[config.mk]
export PLATFORM = sky130hd
export DESIGN_NAME = usb_mem_top
export DESIGN_NICKNAME = d
export VERILOG_FILES = /design/src/hdl/usb_mem_pkg.sv /design/src/hdl/cmd_fifo.sv /design/src/hdl/ep_engine.sv /design/src/hdl/mem_arbiter.sv /design/src/hdl/byte_sram.sv /design/src/hdl/usb_mem_top.sv
export VERILOG_INCLUDE_DIRS = /design/src /design/src/hdl
export SDC_FILE = /design/constraint.sdc
export NUM_CORES = 2
export LEC_CHECK = 0
export ABC_CLOCK_PERIOD_IN_PS = 6040
export BUFFER_PORTS_ARGS = -buffer_cell sky130_fd_sc_hd__buf_2
export CAP_MARGIN = 25
export CORE_UTILIZATION = 65
export CTS_BUF_LIST = sky130_fd_sc_hd__clkbuf_8
export DETAILED_ROUTE_END_ITERATION = 7
export PLACE_DENSITY_LB_ADDON = 0.1
export SETUP_SLACK_MARGIN = 0.3
export SYNTH_ARGS = -nofsm -noshare
export SYNTH_HDL_FRONTEND = slang
export SYNTH_HIERARCHICAL = 1
export SYNTH_SLANG_ARGS = --single-unit
[constraint.sdc]
create_clock -name clock_i -period 6.04 [get_ports clock_i]
set_clock_uncertainty 0.15 [all_clocks]
set_input_delay 1.208 -clock clock_i [delete_from_list [all_inputs] [get_ports clock_i]]
set_output_delay 1.208 -clock clock_i [all_outputs]
set_load 0.005 [all_outputs]
[src/hdl/usb_mem_config.svh]
`ifndef USB_MEM_CONFIG_SVH
`define USB_MEM_CONFIG_SVH

// Memory address width, also the width of the frame address and length fields
`define USB_MEM_ADDR_W 8

// Bytes of shared on-chip memory
`define USB_MEM_DEPTH 256

// Input FIFO depth per channel, equal to the host's starting credits
`define USB_MEM_IN_CREDITS 4

// Response bytes the host can take straight after reset
`define USB_MEM_OUT_CREDITS 4

`endif

[src/hdl/usb_mem_pkg.sv]
package usb_mem_pkg;

`include "usb_mem_config.svh"

  // Command opcodes, every other value is rejected
  typedef enum logic [7:0] {
    OP_WRITE = 8'h01,
    OP_READ  = 8'h02
  } opcode_e;

  // Endpoint engine states
  typedef enum logic [2:0] {
    ST_OPCODE,
    ST_ADDR,
    ST_LEN,
    ST_WDATA,
    ST_RDATA,
    ST_ACK,
    ST_DRAIN,
    ST_ERROR
  } engine_state_e;

  // One byte of a frame, last marks the final byte
  typedef struct packed {
    logic [7:0] data;
    logic       last;
  } byte_beat_t;

  typedef struct packed {
    logic                       we;     // High for a write
    logic [`USB_MEM_ADDR_W-1:0] addr;
    logic [7:0]                 wdata;
  } mem_req_t;

  // Response codes
  localparam logic [7:0] ACK_OK     = 8'hA5;
  localparam logic [7:0] ERR_OPCODE = 8'hEE;

endpackage

[src/hdl/cmd_fifo.sv]
`timescale 1ns/1ps
`include "usb_mem_config.svh"

module cmd_fifo (
  input  logic                    clock_i,
  input  logic                    reset_i,
  input  logic                    push_i,
  input  usb_mem_pkg::byte_beat_t push_beat_i,
  input  logic                    pop_i,
  output logic                    empty_o,
  output usb_mem_pkg::byte_beat_t head_o,
  output logic                    credit_o
);
  import usb_mem_pkg::*;

  localparam int DEPTH = `USB_MEM_IN_CREDITS;
  localparam int PTR_W = $clog2(DEPTH);

  byte_beat_t     fifo_mem [DEPTH];
  logic [PTR_W:0] wr_ptr_q;  // Extra bit tells full from empty
  logic [PTR_W:0] rd_ptr_q;
  logic           full;
  logic           do_push;
  logic           do_pop;

  assign empty_o = (wr_ptr_q == rd_ptr_q);
  assign full    = (wr_ptr_q[PTR_W-1:0] == rd_ptr_q[PTR_W-1:0]) &&
                   (wr_ptr_q[PTR_W] != rd_ptr_q[PTR_W]);

  assign do_push  = push_i && !full;   // Host should never push when full
  assign do_pop   = pop_i && !empty_o;
  assign credit_o = do_pop;            // One credit back per byte consumed
  assign head_o   = fifo_mem[rd_ptr_q[PTR_W-1:0]];

  always_ff @(posedge clock_i) begin
    if (reset_i) begin
      wr_ptr_q <= '0;
      rd_ptr_q <= '0;
    end else begin
      if (do_push) begin
        wr_ptr_q <= wr_ptr_q + 1'b1;
      end
      if (do_pop) begin
        rd_ptr_q <= rd_ptr_q + 1'b1;
      end
    end
  end

  always_ff @(posedge clock_i) begin
    if (do_push) begin
      fifo_mem[wr_ptr_q[PTR_W-1:0]] <= push_beat_i;
    end
  end

endmodule

[src/hdl/ep_engine.sv]
`timescale 1ns/1ps
`include "usb_mem_config.svh"

module ep_engine (
  input  logic                        clock_i,
  input  logic                        reset_i,
  input  logic                        fifo_empty_i,
  input  usb_mem_pkg::byte_beat_t     fifo_head_i,
  output logic                        fifo_pop_o,
  output logic                        req_valid_o,
  output usb_mem_pkg::mem_req_t       req_o,
  input  logic                        gnt_i,
  input  logic                        rd_valid_i,
  input  logic [7:0]                  rd_data_i,
  output logic                        out_valid_o,
  output usb_mem_pkg::byte_beat_t     out_beat_o,
  input  logic                        out_credit_i
);
  import usb_mem_pkg::*;

  localparam int LEN_W  = `USB_MEM_ADDR_W;
  localparam int CRED_W = $clog2(`USB_MEM_OUT_CREDITS + 1) + 1;

  engine_state_e     state_q;
  opcode_e           op_q;
  logic [LEN_W-1:0]  addr_q;
  logic [LEN_W-1:0]  issue_left_q;  // Requests still to be granted
  logic [LEN_W-1:0]  recv_left_q;   // Read bytes still to come back
  logic [CRED_W-1:0] credits_q;
  logic              drain_q;
  logic              send_ctl;
  logic              credit_take;

  // ACK or error byte leaves this cycle
  assign send_ctl    = ((state_q == ST_ACK) || (state_q == ST_ERROR)) && (credits_q != '0);
  assign credit_take = send_ctl || ((state_q == ST_RDATA) && gnt_i);

  always_comb begin
    fifo_pop_o   = 1'b0;
    req_valid_o  = 1'b0;
    req_o.we     = 1'b0;
    req_o.addr   = addr_q;
    req_o.wdata  = fifo_head_i.data;
    case (state_q)
      ST_OPCODE, ST_ADDR, ST_LEN, ST_DRAIN: begin
        fifo_pop_o = !fifo_empty_i;
      end
      ST_WDATA: begin
        req_valid_o = !fifo_empty_i;
        req_o.we    = 1'b1;
        fifo_pop_o  = gnt_i;  // Data byte leaves the FIFO once written
      end
      ST_RDATA: begin
        // Each read needs an output credit reserved up front
        req_valid_o = (issue_left_q != '0) && (credits_q != '0);
      end
      default: begin
      end
    endcase
  end

  always_ff @(posedge clock_i) begin
    if (reset_i) begin
      credits_q <= CRED_W'(`USB_MEM_OUT_CREDITS);
    end else if (out_credit_i && !credit_take) begin
      credits_q <= credits_q + 1'b1;
    end else if (!out_credit_i && credit_take) begin
      credits_q <= credits_q - 1'b1;
    end
  end

  always_ff @(posedge clock_i) begin
    if (reset_i) begin
      state_q      <= ST_OPCODE;
      out_valid_o  <= 1'b0;
      issue_left_q <= '0;
      recv_left_q  <= '0;
      drain_q      <= 1'b0;
    end else begin
      out_valid_o <= 1'b0;
      case (state_q)
        ST_OPCODE: begin
          if (!fifo_empty_i) begin
            case (fifo_head_i.data)
              OP_WRITE, OP_READ: begin
                op_q    <= opcode_e'(fifo_head_i.data);
                state_q <= ST_ADDR;
              end
              default: begin
                drain_q <= !fifo_head_i.last;  // Skip the rest of the frame
                state_q <= ST_ERROR;
              end
            endcase
          end
        end
        ST_ADDR: begin
          if (!fifo_empty_i) begin
            addr_q  <= fifo_head_i.data;
            state_q <= ST_LEN;
          end
        end
        ST_LEN: begin
          if (!fifo_empty_i) begin
            issue_left_q <= fifo_head_i.data;
            recv_left_q  <= fifo_head_i.data;
            if (fifo_head_i.data == '0) begin
              state_q <= ST_ACK;  // Zero length answers with a plain ACK
            end else if (op_q == OP_READ) begin
              state_q <= ST_RDATA;
            end else begin
              state_q <= ST_WDATA;
            end
          end
        end
        ST_WDATA: begin
          if (gnt_i) begin
            addr_q       <= addr_q + 1'b1;
            issue_left_q <= issue_left_q - 1'b1;
            if (issue_left_q == LEN_W'(1)) begin
              state_q <= ST_ACK;
            end
          end
        end
        ST_RDATA: begin
          if (gnt_i) begin
            addr_q       <= addr_q + 1'b1;
            issue_left_q <= issue_left_q - 1'b1;
          end
          if (rd_valid_i) begin
            out_valid_o     <= 1'b1;
            out_beat_o.data <= rd_data_i;
            out_beat_o.last <= (recv_left_q == LEN_W'(1));
            recv_left_q     <= recv_left_q - 1'b1;
            if (recv_left_q == LEN_W'(1)) begin
              state_q <= ST_OPCODE;
            end
          end
        end
        ST_ACK: begin
          if (send_ctl) begin
            out_valid_o     <= 1'b1;
            out_beat_o.data <= ACK_OK;
            out_beat_o.last <= 1'b1;
            state_q         <= ST_OPCODE;
          end
        end
        ST_ERROR: begin
          if (send_ctl) begin
            out_valid_o     <= 1'b1;
            out_beat_o.data <= ERR_OPCODE;
            out_beat_o.last <= 1'b1;
            state_q         <= drain_q ? ST_DRAIN : ST_OPCODE;
          end
        end
        ST_DRAIN: begin
          if (!fifo_empty_i && fifo_head_i.last) begin
            state_q <= ST_OPCODE;
          end
        end
        default: state_q <= ST_OPCODE;
      endcase
    end
  end

endmodule

[src/hdl/mem_arbiter.sv]
`timescale 1ns/1ps

module mem_arbiter (
  input  logic                  clock_i,
  input  logic                  reset_i,
  input  logic [1:0]            req_valid_i,
  input  usb_mem_pkg::mem_req_t req0_i,
  input  usb_mem_pkg::mem_req_t req1_i,
  output logic [1:0]            gnt_o,
  output logic                  mem_req_valid_o,
  output usb_mem_pkg::mem_req_t mem_req_o,
  input  logic [7:0]            rd_data_i,
  output logic [1:0]            rd_valid_o,
  output logic [7:0]            rd_data_o
);

  logic       prio_q;     // Port that wins a tie
  logic [1:0] rd_pend_q;  // Port owning the read returning this cycle

  always_comb begin
    gnt_o = 2'b00;
    if (prio_q == 1'b0) begin
      gnt_o[0] = req_valid_i[0];
      gnt_o[1] = req_valid_i[1] && !req_valid_i[0];
    end else begin
      gnt_o[1] = req_valid_i[1];
      gnt_o[0] = req_valid_i[0] && !req_valid_i[1];
    end
  end

  assign mem_req_valid_o = |gnt_o;
  assign mem_req_o       = gnt_o[1] ? req1_i : req0_i;

  // SRAM data is simply steered to whoever asked for it
  assign rd_valid_o = rd_pend_q;
  assign rd_data_o  = rd_data_i;

  always_ff @(posedge clock_i) begin
    if (reset_i) begin
      prio_q    <= 1'b0;
      rd_pend_q <= 2'b00;
    end else begin
      if (gnt_o[0]) begin
        prio_q <= 1'b1;  // Last winner drops to low priority
      end else if (gnt_o[1]) begin
        prio_q <= 1'b0;
      end
      rd_pend_q <= gnt_o & {!req1_i.we, !req0_i.we};
    end
  end

endmodule

[src/hdl/byte_sram.sv]
`timescale 1ns/1ps
`include "usb_mem_config.svh"

module byte_sram (
  input  logic                  clock_i,
  input  logic                  req_valid_i,
  input  usb_mem_pkg::mem_req_t req_i,
  output logic [7:0]            rd_data_o
);

  logic [7:0] mem_q [`USB_MEM_DEPTH];

  always_ff @(posedge clock_i) begin
    if (req_valid_i) begin
      if (req_i.we) begin
        mem_q[req_i.addr] <= req_i.wdata;
      end
      rd_data_o <= mem_q[req_i.addr];  // Registered read, ready next cycle
    end
  end

endmodule

[src/hdl/usb_mem_top.sv]
`timescale 1ns/1ps

module usb_mem_top (
  input  logic                    clock_i,
  input  logic                    reset_i,
  // Endpoint 1
  input  logic                    ep1_in_valid_i,
  input  usb_mem_pkg::byte_beat_t ep1_in_beat_i,
  output logic                    ep1_in_credit_o,
  output logic                    ep1_out_valid_o,
  output usb_mem_pkg::byte_beat_t ep1_out_beat_o,
  input  logic                    ep1_out_credit_i,
  // Endpoint 2
  input  logic                    ep2_in_valid_i,
  input  usb_mem_pkg::byte_beat_t ep2_in_beat_i,
  output logic                    ep2_in_credit_o,
  output logic                    ep2_out_valid_o,
  output usb_mem_pkg::byte_beat_t ep2_out_beat_o,
  input  logic                    ep2_out_credit_i
);
  import usb_mem_pkg::*;

  logic       fifo_empty1, fifo_empty2, fifo_pop1, fifo_pop2;
  byte_beat_t fifo_head1, fifo_head2;
  logic [1:0] req_valid, gnt, rd_valid;
  mem_req_t   req1, req2;
  logic       mem_req_valid;
  mem_req_t   mem_req;
  logic [7:0] mem_rd_data, rd_data;

  cmd_fifo u_fifo1 (
    .clock_i    (clock_i),
    .reset_i    (reset_i),
    .push_i     (ep1_in_valid_i),
    .push_beat_i(ep1_in_beat_i),
    .pop_i      (fifo_pop1),
    .empty_o    (fifo_empty1),
    .head_o     (fifo_head1),
    .credit_o   (ep1_in_credit_o)
  );

  cmd_fifo u_fifo2 (
    .clock_i    (clock_i),
    .reset_i    (reset_i),
    .push_i     (ep2_in_valid_i),
    .push_beat_i(ep2_in_beat_i),
    .pop_i      (fifo_pop2),
    .empty_o    (fifo_empty2),
    .head_o     (fifo_head2),
    .credit_o   (ep2_in_credit_o)
  );

  ep_engine u_eng1 (
    .clock_i     (clock_i),
    .reset_i     (reset_i),
    .fifo_empty_i(fifo_empty1),
    .fifo_head_i (fifo_head1),
    .fifo_pop_o  (fifo_pop1),
    .req_valid_o (req_valid[0]),
    .req_o       (req1),
    .gnt_i       (gnt[0]),
    .rd_valid_i  (rd_valid[0]),
    .rd_data_i   (rd_data),
    .out_valid_o (ep1_out_valid_o),
    .out_beat_o  (ep1_out_beat_o),
    .out_credit_i(ep1_out_credit_i)
  );

  ep_engine u_eng2 (
    .clock_i     (clock_i),
    .reset_i     (reset_i),
    .fifo_empty_i(fifo_empty2),
    .fifo_head_i (fifo_head2),
    .fifo_pop_o  (fifo_pop2),
    .req_valid_o (req_valid[1]),
    .req_o       (req2),
    .gnt_i       (gnt[1]),
    .rd_valid_i  (rd_valid[1]),
    .rd_data_i   (rd_data),
    .out_valid_o (ep2_out_valid_o),
    .out_beat_o  (ep2_out_beat_o),
    .out_credit_i(ep2_out_credit_i)
  );

  mem_arbiter u_arb (
    .clock_i        (clock_i),
    .reset_i        (reset_i),
    .req_valid_i    (req_valid),
    .req0_i         (req1),
    .req1_i         (req2),
    .gnt_o          (gnt),
    .mem_req_valid_o(mem_req_valid),
    .mem_req_o      (mem_req),
    .rd_data_i      (mem_rd_data),
    .rd_valid_o     (rd_valid),
    .rd_data_o      (rd_data)
  );

  byte_sram u_mem (
    .clock_i    (clock_i),
    .req_valid_i(mem_req_valid),
    .req_i      (mem_req),
    .rd_data_o  (mem_rd_data)
  );

endmodule

==> results.rst <==
.. list-table::
   :header-rows: 1

   * - Metric
     - Value
   * - Number of pins with negative max-slew slack in the final report
     - 0
   * - RSZ-0062 raised after global routing
     - true
   * - Final WL
     - 208,000 microns
   * - Count of mapped cells out of synthesis
     - 4,427
   * - Final global-route overflow total
     - 0
   * - CP max-delay cell
     - xnor2_1
   * - Post-DP HPWL
     - 126,000 microns
   * - Worst vdd rail ir drop
     - 0.604 mV
   * - Sort of element at the start of the critical path
     - flip-flop
   * - Share of the core filled with cells
     - 0.735
   * - Initial core utilization
     - 0.658
   * - Tightest Pin Transition
     - 1010 ps
   * - CTS tree
     - done
   * - Async set-or-reset flop fraction in the synthesized netlist
     - 0
   * - Maximum clock insertion buffer count
     - 4
   * - Count of hold-fix buffers inserted at cts
     - 0
   * - Critical path data arrival time
     - 4340 ps
   * - Setup violators final
     - 0
   * - Path type of the worst setup path
     - reg -> out
   * - CP required
     - 4680 ps
   * - PnR Total Power
     - 0.0440 W
   * - Core Rows
     - 134
   * - Net count, final
     - 4,912
   * - Worst slew margin relative to its limit
     - 0.329
   * - Post-synthesis cell area
     - 88,300 sq um
   * - Average cell area after synthesis
     - 20.0 sq um
   * - Worst Path Buf+Inv
     - 4
   * - Horiz. Die Dim
     - 371 microns
   * - CP Capture Type
     - primary output
   * - Register area
     - 66,800 sq um
   * - Leakage power
     - 31.6 nW
   * - Max Fclk
     - 0.176 GHz
   * - Most common cell after layout, fill and taps aside
     - edfxtp_1
   * - Number of nets in the synthesized netlist
     - 4,479
   * - Drt wl/cell
     - 30.2 microns
   * - Most instantiated flip-flop cell in the synthesis netlist
     - edfxtp_1
   * - Number of global-route vias before repair
     - 46.1k
   * - Worst hold path type
     - in -> reg
   * - Overall routing resource usage
     - 0.308
   * - Top cell family by delay on the critical path
     - compound AO/OA/AOI/OAI gates
   * - Detail Route Antenna Nets
     - 0
   * - Depth of the CTS H-tree
     - 5
   * - Crit path cell chain
     - xnor2_1, nand2_1, nor2_2, o21ai_1, o21ai_4, buf_4, inv_1, a31oi_1, o32ai_2, inv_1, a31oi_1, buf_2
   * - Pin count of the biggest net entering global routing
     - 163
   * - Sequential-to-total area share from yosys stat
     - 0.756
   * - Number of hold violations in the final report
     - 0
   * - Drt drc
     - 0
   * - Number of fill cells
     - 7,729
   * - Routability congestion estimate
     - 0.865
   * - Total non-filler cell area in the finished layout
     - 98,600 sq um
   * - Count of input and output buffers
     - 45
   * - First DRT Iteration DRCs
     - 6,037
   * - Post-route worst setup slack
     - 346 ps
   * - Highest-count cells in the layout ignoring fill and taps
     - edfxtp_1 (2,178), mux4_2 (530), clkbuf_8 (371)
   * - Yosys cell types
     - 81
   * - Relative area change from synthesis to final layout
     - 11.7%
   * - Core box area
     - 134,000 sq um
   * - First-pass GRT wire length
     - 305,000 microns
   * - Synth Warn #
     - 6
   * - Die area
     - 137,000 sq um
   * - Number of iterations in the first detailed-routing pass
     - 6
   * - Count of maximum capacitance violations
     - 0
   * - Clock slew seen by the registers of the worst setup and hold paths
     - 60 ps
   * - Filler-free cell count of the finished design
     - 6,880
   * - Run status
     - complete, no violations
   * - Placed insts
     - 6,266
   * - Setup WS pre-CTS
     - -55.8 ps
   * - Number of vias per cell after detailed routing
     - 6.74
   * - Final min period
     - 5690 ps
   * - Antenna violations before repair
     - 7
   * - Power density over cell area
     - 446 nW/um^2
   * - Fraction of layout cells with a size suffix above 1
     - 0.272
   * - Number of synthesized register bits
     - 2,247
   * - Vias
     - 46.4k
   * - Clock latency on the worst-skew pair
     - 1040 ps
   * - Vert. Die Dim
     - 371 microns
   * - Number of enable flip-flop cells after synthesis
     - 2,178
   * - Boundary pin count
     - 46
   * - Period utilisation layout
     - 0.943
   * - Multi-input combinational cell area
     - 20,300 sq um
   * - Highest cell delay on the worst timing path
     - 480 ps
   * - TritonCTS Sinks
     - 2,247
   * - Clk root buf
     - clkbuf_8
   * - Placed standard-cell area
     - 92,300 sq um
   * - Post-CTS Setup Inserts
     - 0
   * - Crit path max fanout
     - 17
   * - CTS buffer count
     - 358
## worst paths after layout
kind | startpoint | to | slack [ps] | cells past startpoint
max | u_fifo2/rd_ptr_q[0] | ep2_in_credit_o | 350 | 12
max reg2reg | u_fifo2/rd_ptr_q[0] | u_mem/rd_data_o[4] | 520 | 14
min reg2reg | u_eng2/recv_left_q[6] | u_eng2/recv_left_q[6] | 330 | 2
min | ep1_in_beat_i[5] | u_fifo1/fifo_mem[3][5] | 260 | 1
## per-stage QoR
step	setup TNS (ps)	hold slack (ps)
floorplan	0	297
global route	0	223
global placement	-682	308
detailed placement	-59.9	318
finish	0	263
CTS	0	198
## where the power goes
part           total (W)  switching, W  internal [W]
registers         0.0207      0.000354        0.0204
clock network     0.0114       0.00560       0.00581
logic             0.0119       0.00795       0.00391
total             0.0440        0.0139        0.0301
## timing repair
action | CTS | global route
gates cloned | 0 | 1
pin swaps | 0 | 1
gates resized for setup | 5 | 11
endpoints found under the setup margin | 8 | 9
## flip-flops by register name, summed over array words and instances (netlist names), 4 cells and up, named ones only
name,count
u_eng1/addr_q,8
u_eng1/credits_q,4
u_eng1/issue_left_q,8
u_eng1/op_q,8
u_eng1/out_beat_o,9
u_eng1/recv_left_q,8
u_eng2/addr_q,8
u_eng2/credits_q,4
u_eng2/issue_left_q,8
u_eng2/op_q,8
u_eng2/out_beat_o,9
u_eng2/recv_left_q,8
u_fifo1/fifo_mem,36
u_fifo2/fifo_mem,36
u_mem/mem_q,2048
u_mem/rd_data_o,8
## cell type report
type,count,area share
Tap cell,1768,0.0224
Inverter,33,0.00126
Clock buffer,371,0.0518
Timing Repair Buffer,366,0.0308
Sequential cell,2247,0.677
Antenna cell,5,0.000127
Multi-Input combinational cell,1854,0.206
Clock inverter,236,0.0106
## kinds of logic after synthesis
group | Yosys count | share of synthesized area
AO/OA/AOI/OAI | 633 | 0.0487
adder cells (fa/ha/maj) | 28 | 0.00414
flip-flops | 2247 | 0.756
XOR/XNOR | 32 | 0.00317
multiplexers | 553 | 0.138
buffers and inverters | 327 | 0.0179
AND/OR/NAND/NOR | 607 | 0.0315
## routing by layer
metal  track usage  wire length, microns  vias up
met4        0.0954                  5840        6
li1              -                     -    19244
met3        0.0615                 21900      392
met1         0.455                 80600    24039
met2         0.475                 99400     2715
met5             0                    49        -
## cell usage after synthesis, drive strengths merged, types with 10 or more instances
| master | count | share of area |
|---|---|---|
| nand2 | 83 | 0.0035 |
| o21ai | 46 | 0.0027 |
| clkbuf | 172 | 0.0079 |
| edfxtp | 2178 | 0.74 |
| o211ai | 16 | 0.0014 |
| and2 | 13 | 0.00092 |
| buf | 122 | 0.0087 |
| xnor2 | 14 | 0.0014 |
| a31oi | 15 | 0.0011 |
| a211oi | 11 | 0.00093 |
| nand2b | 11 | 0.00078 |
| ha | 26 | 0.0037 |
| nor3 | 23 | 0.0013 |
| mux2 | 18 | 0.0026 |
| nand4 | 15 | 0.0011 |
| mux4 | 530 | 0.14 |
| a21o | 21 | 0.0018 |
| and3 | 10 | 0.00071 |
| nor3b | 21 | 0.0018 |
| a22oi | 263 | 0.022 |
| o41ai | 34 | 0.0036 |
| nand3b | 10 | 0.00089 |
| xor2 | 18 | 0.0018 |
| dfxtp | 69 | 0.016 |
| nand3 | 29 | 0.0016 |
| nor2 | 340 | 0.014 |
| a21oi | 183 | 0.010 |
| inv | 33 | 0.0014 |
Power figures use the tool's default switching activity.
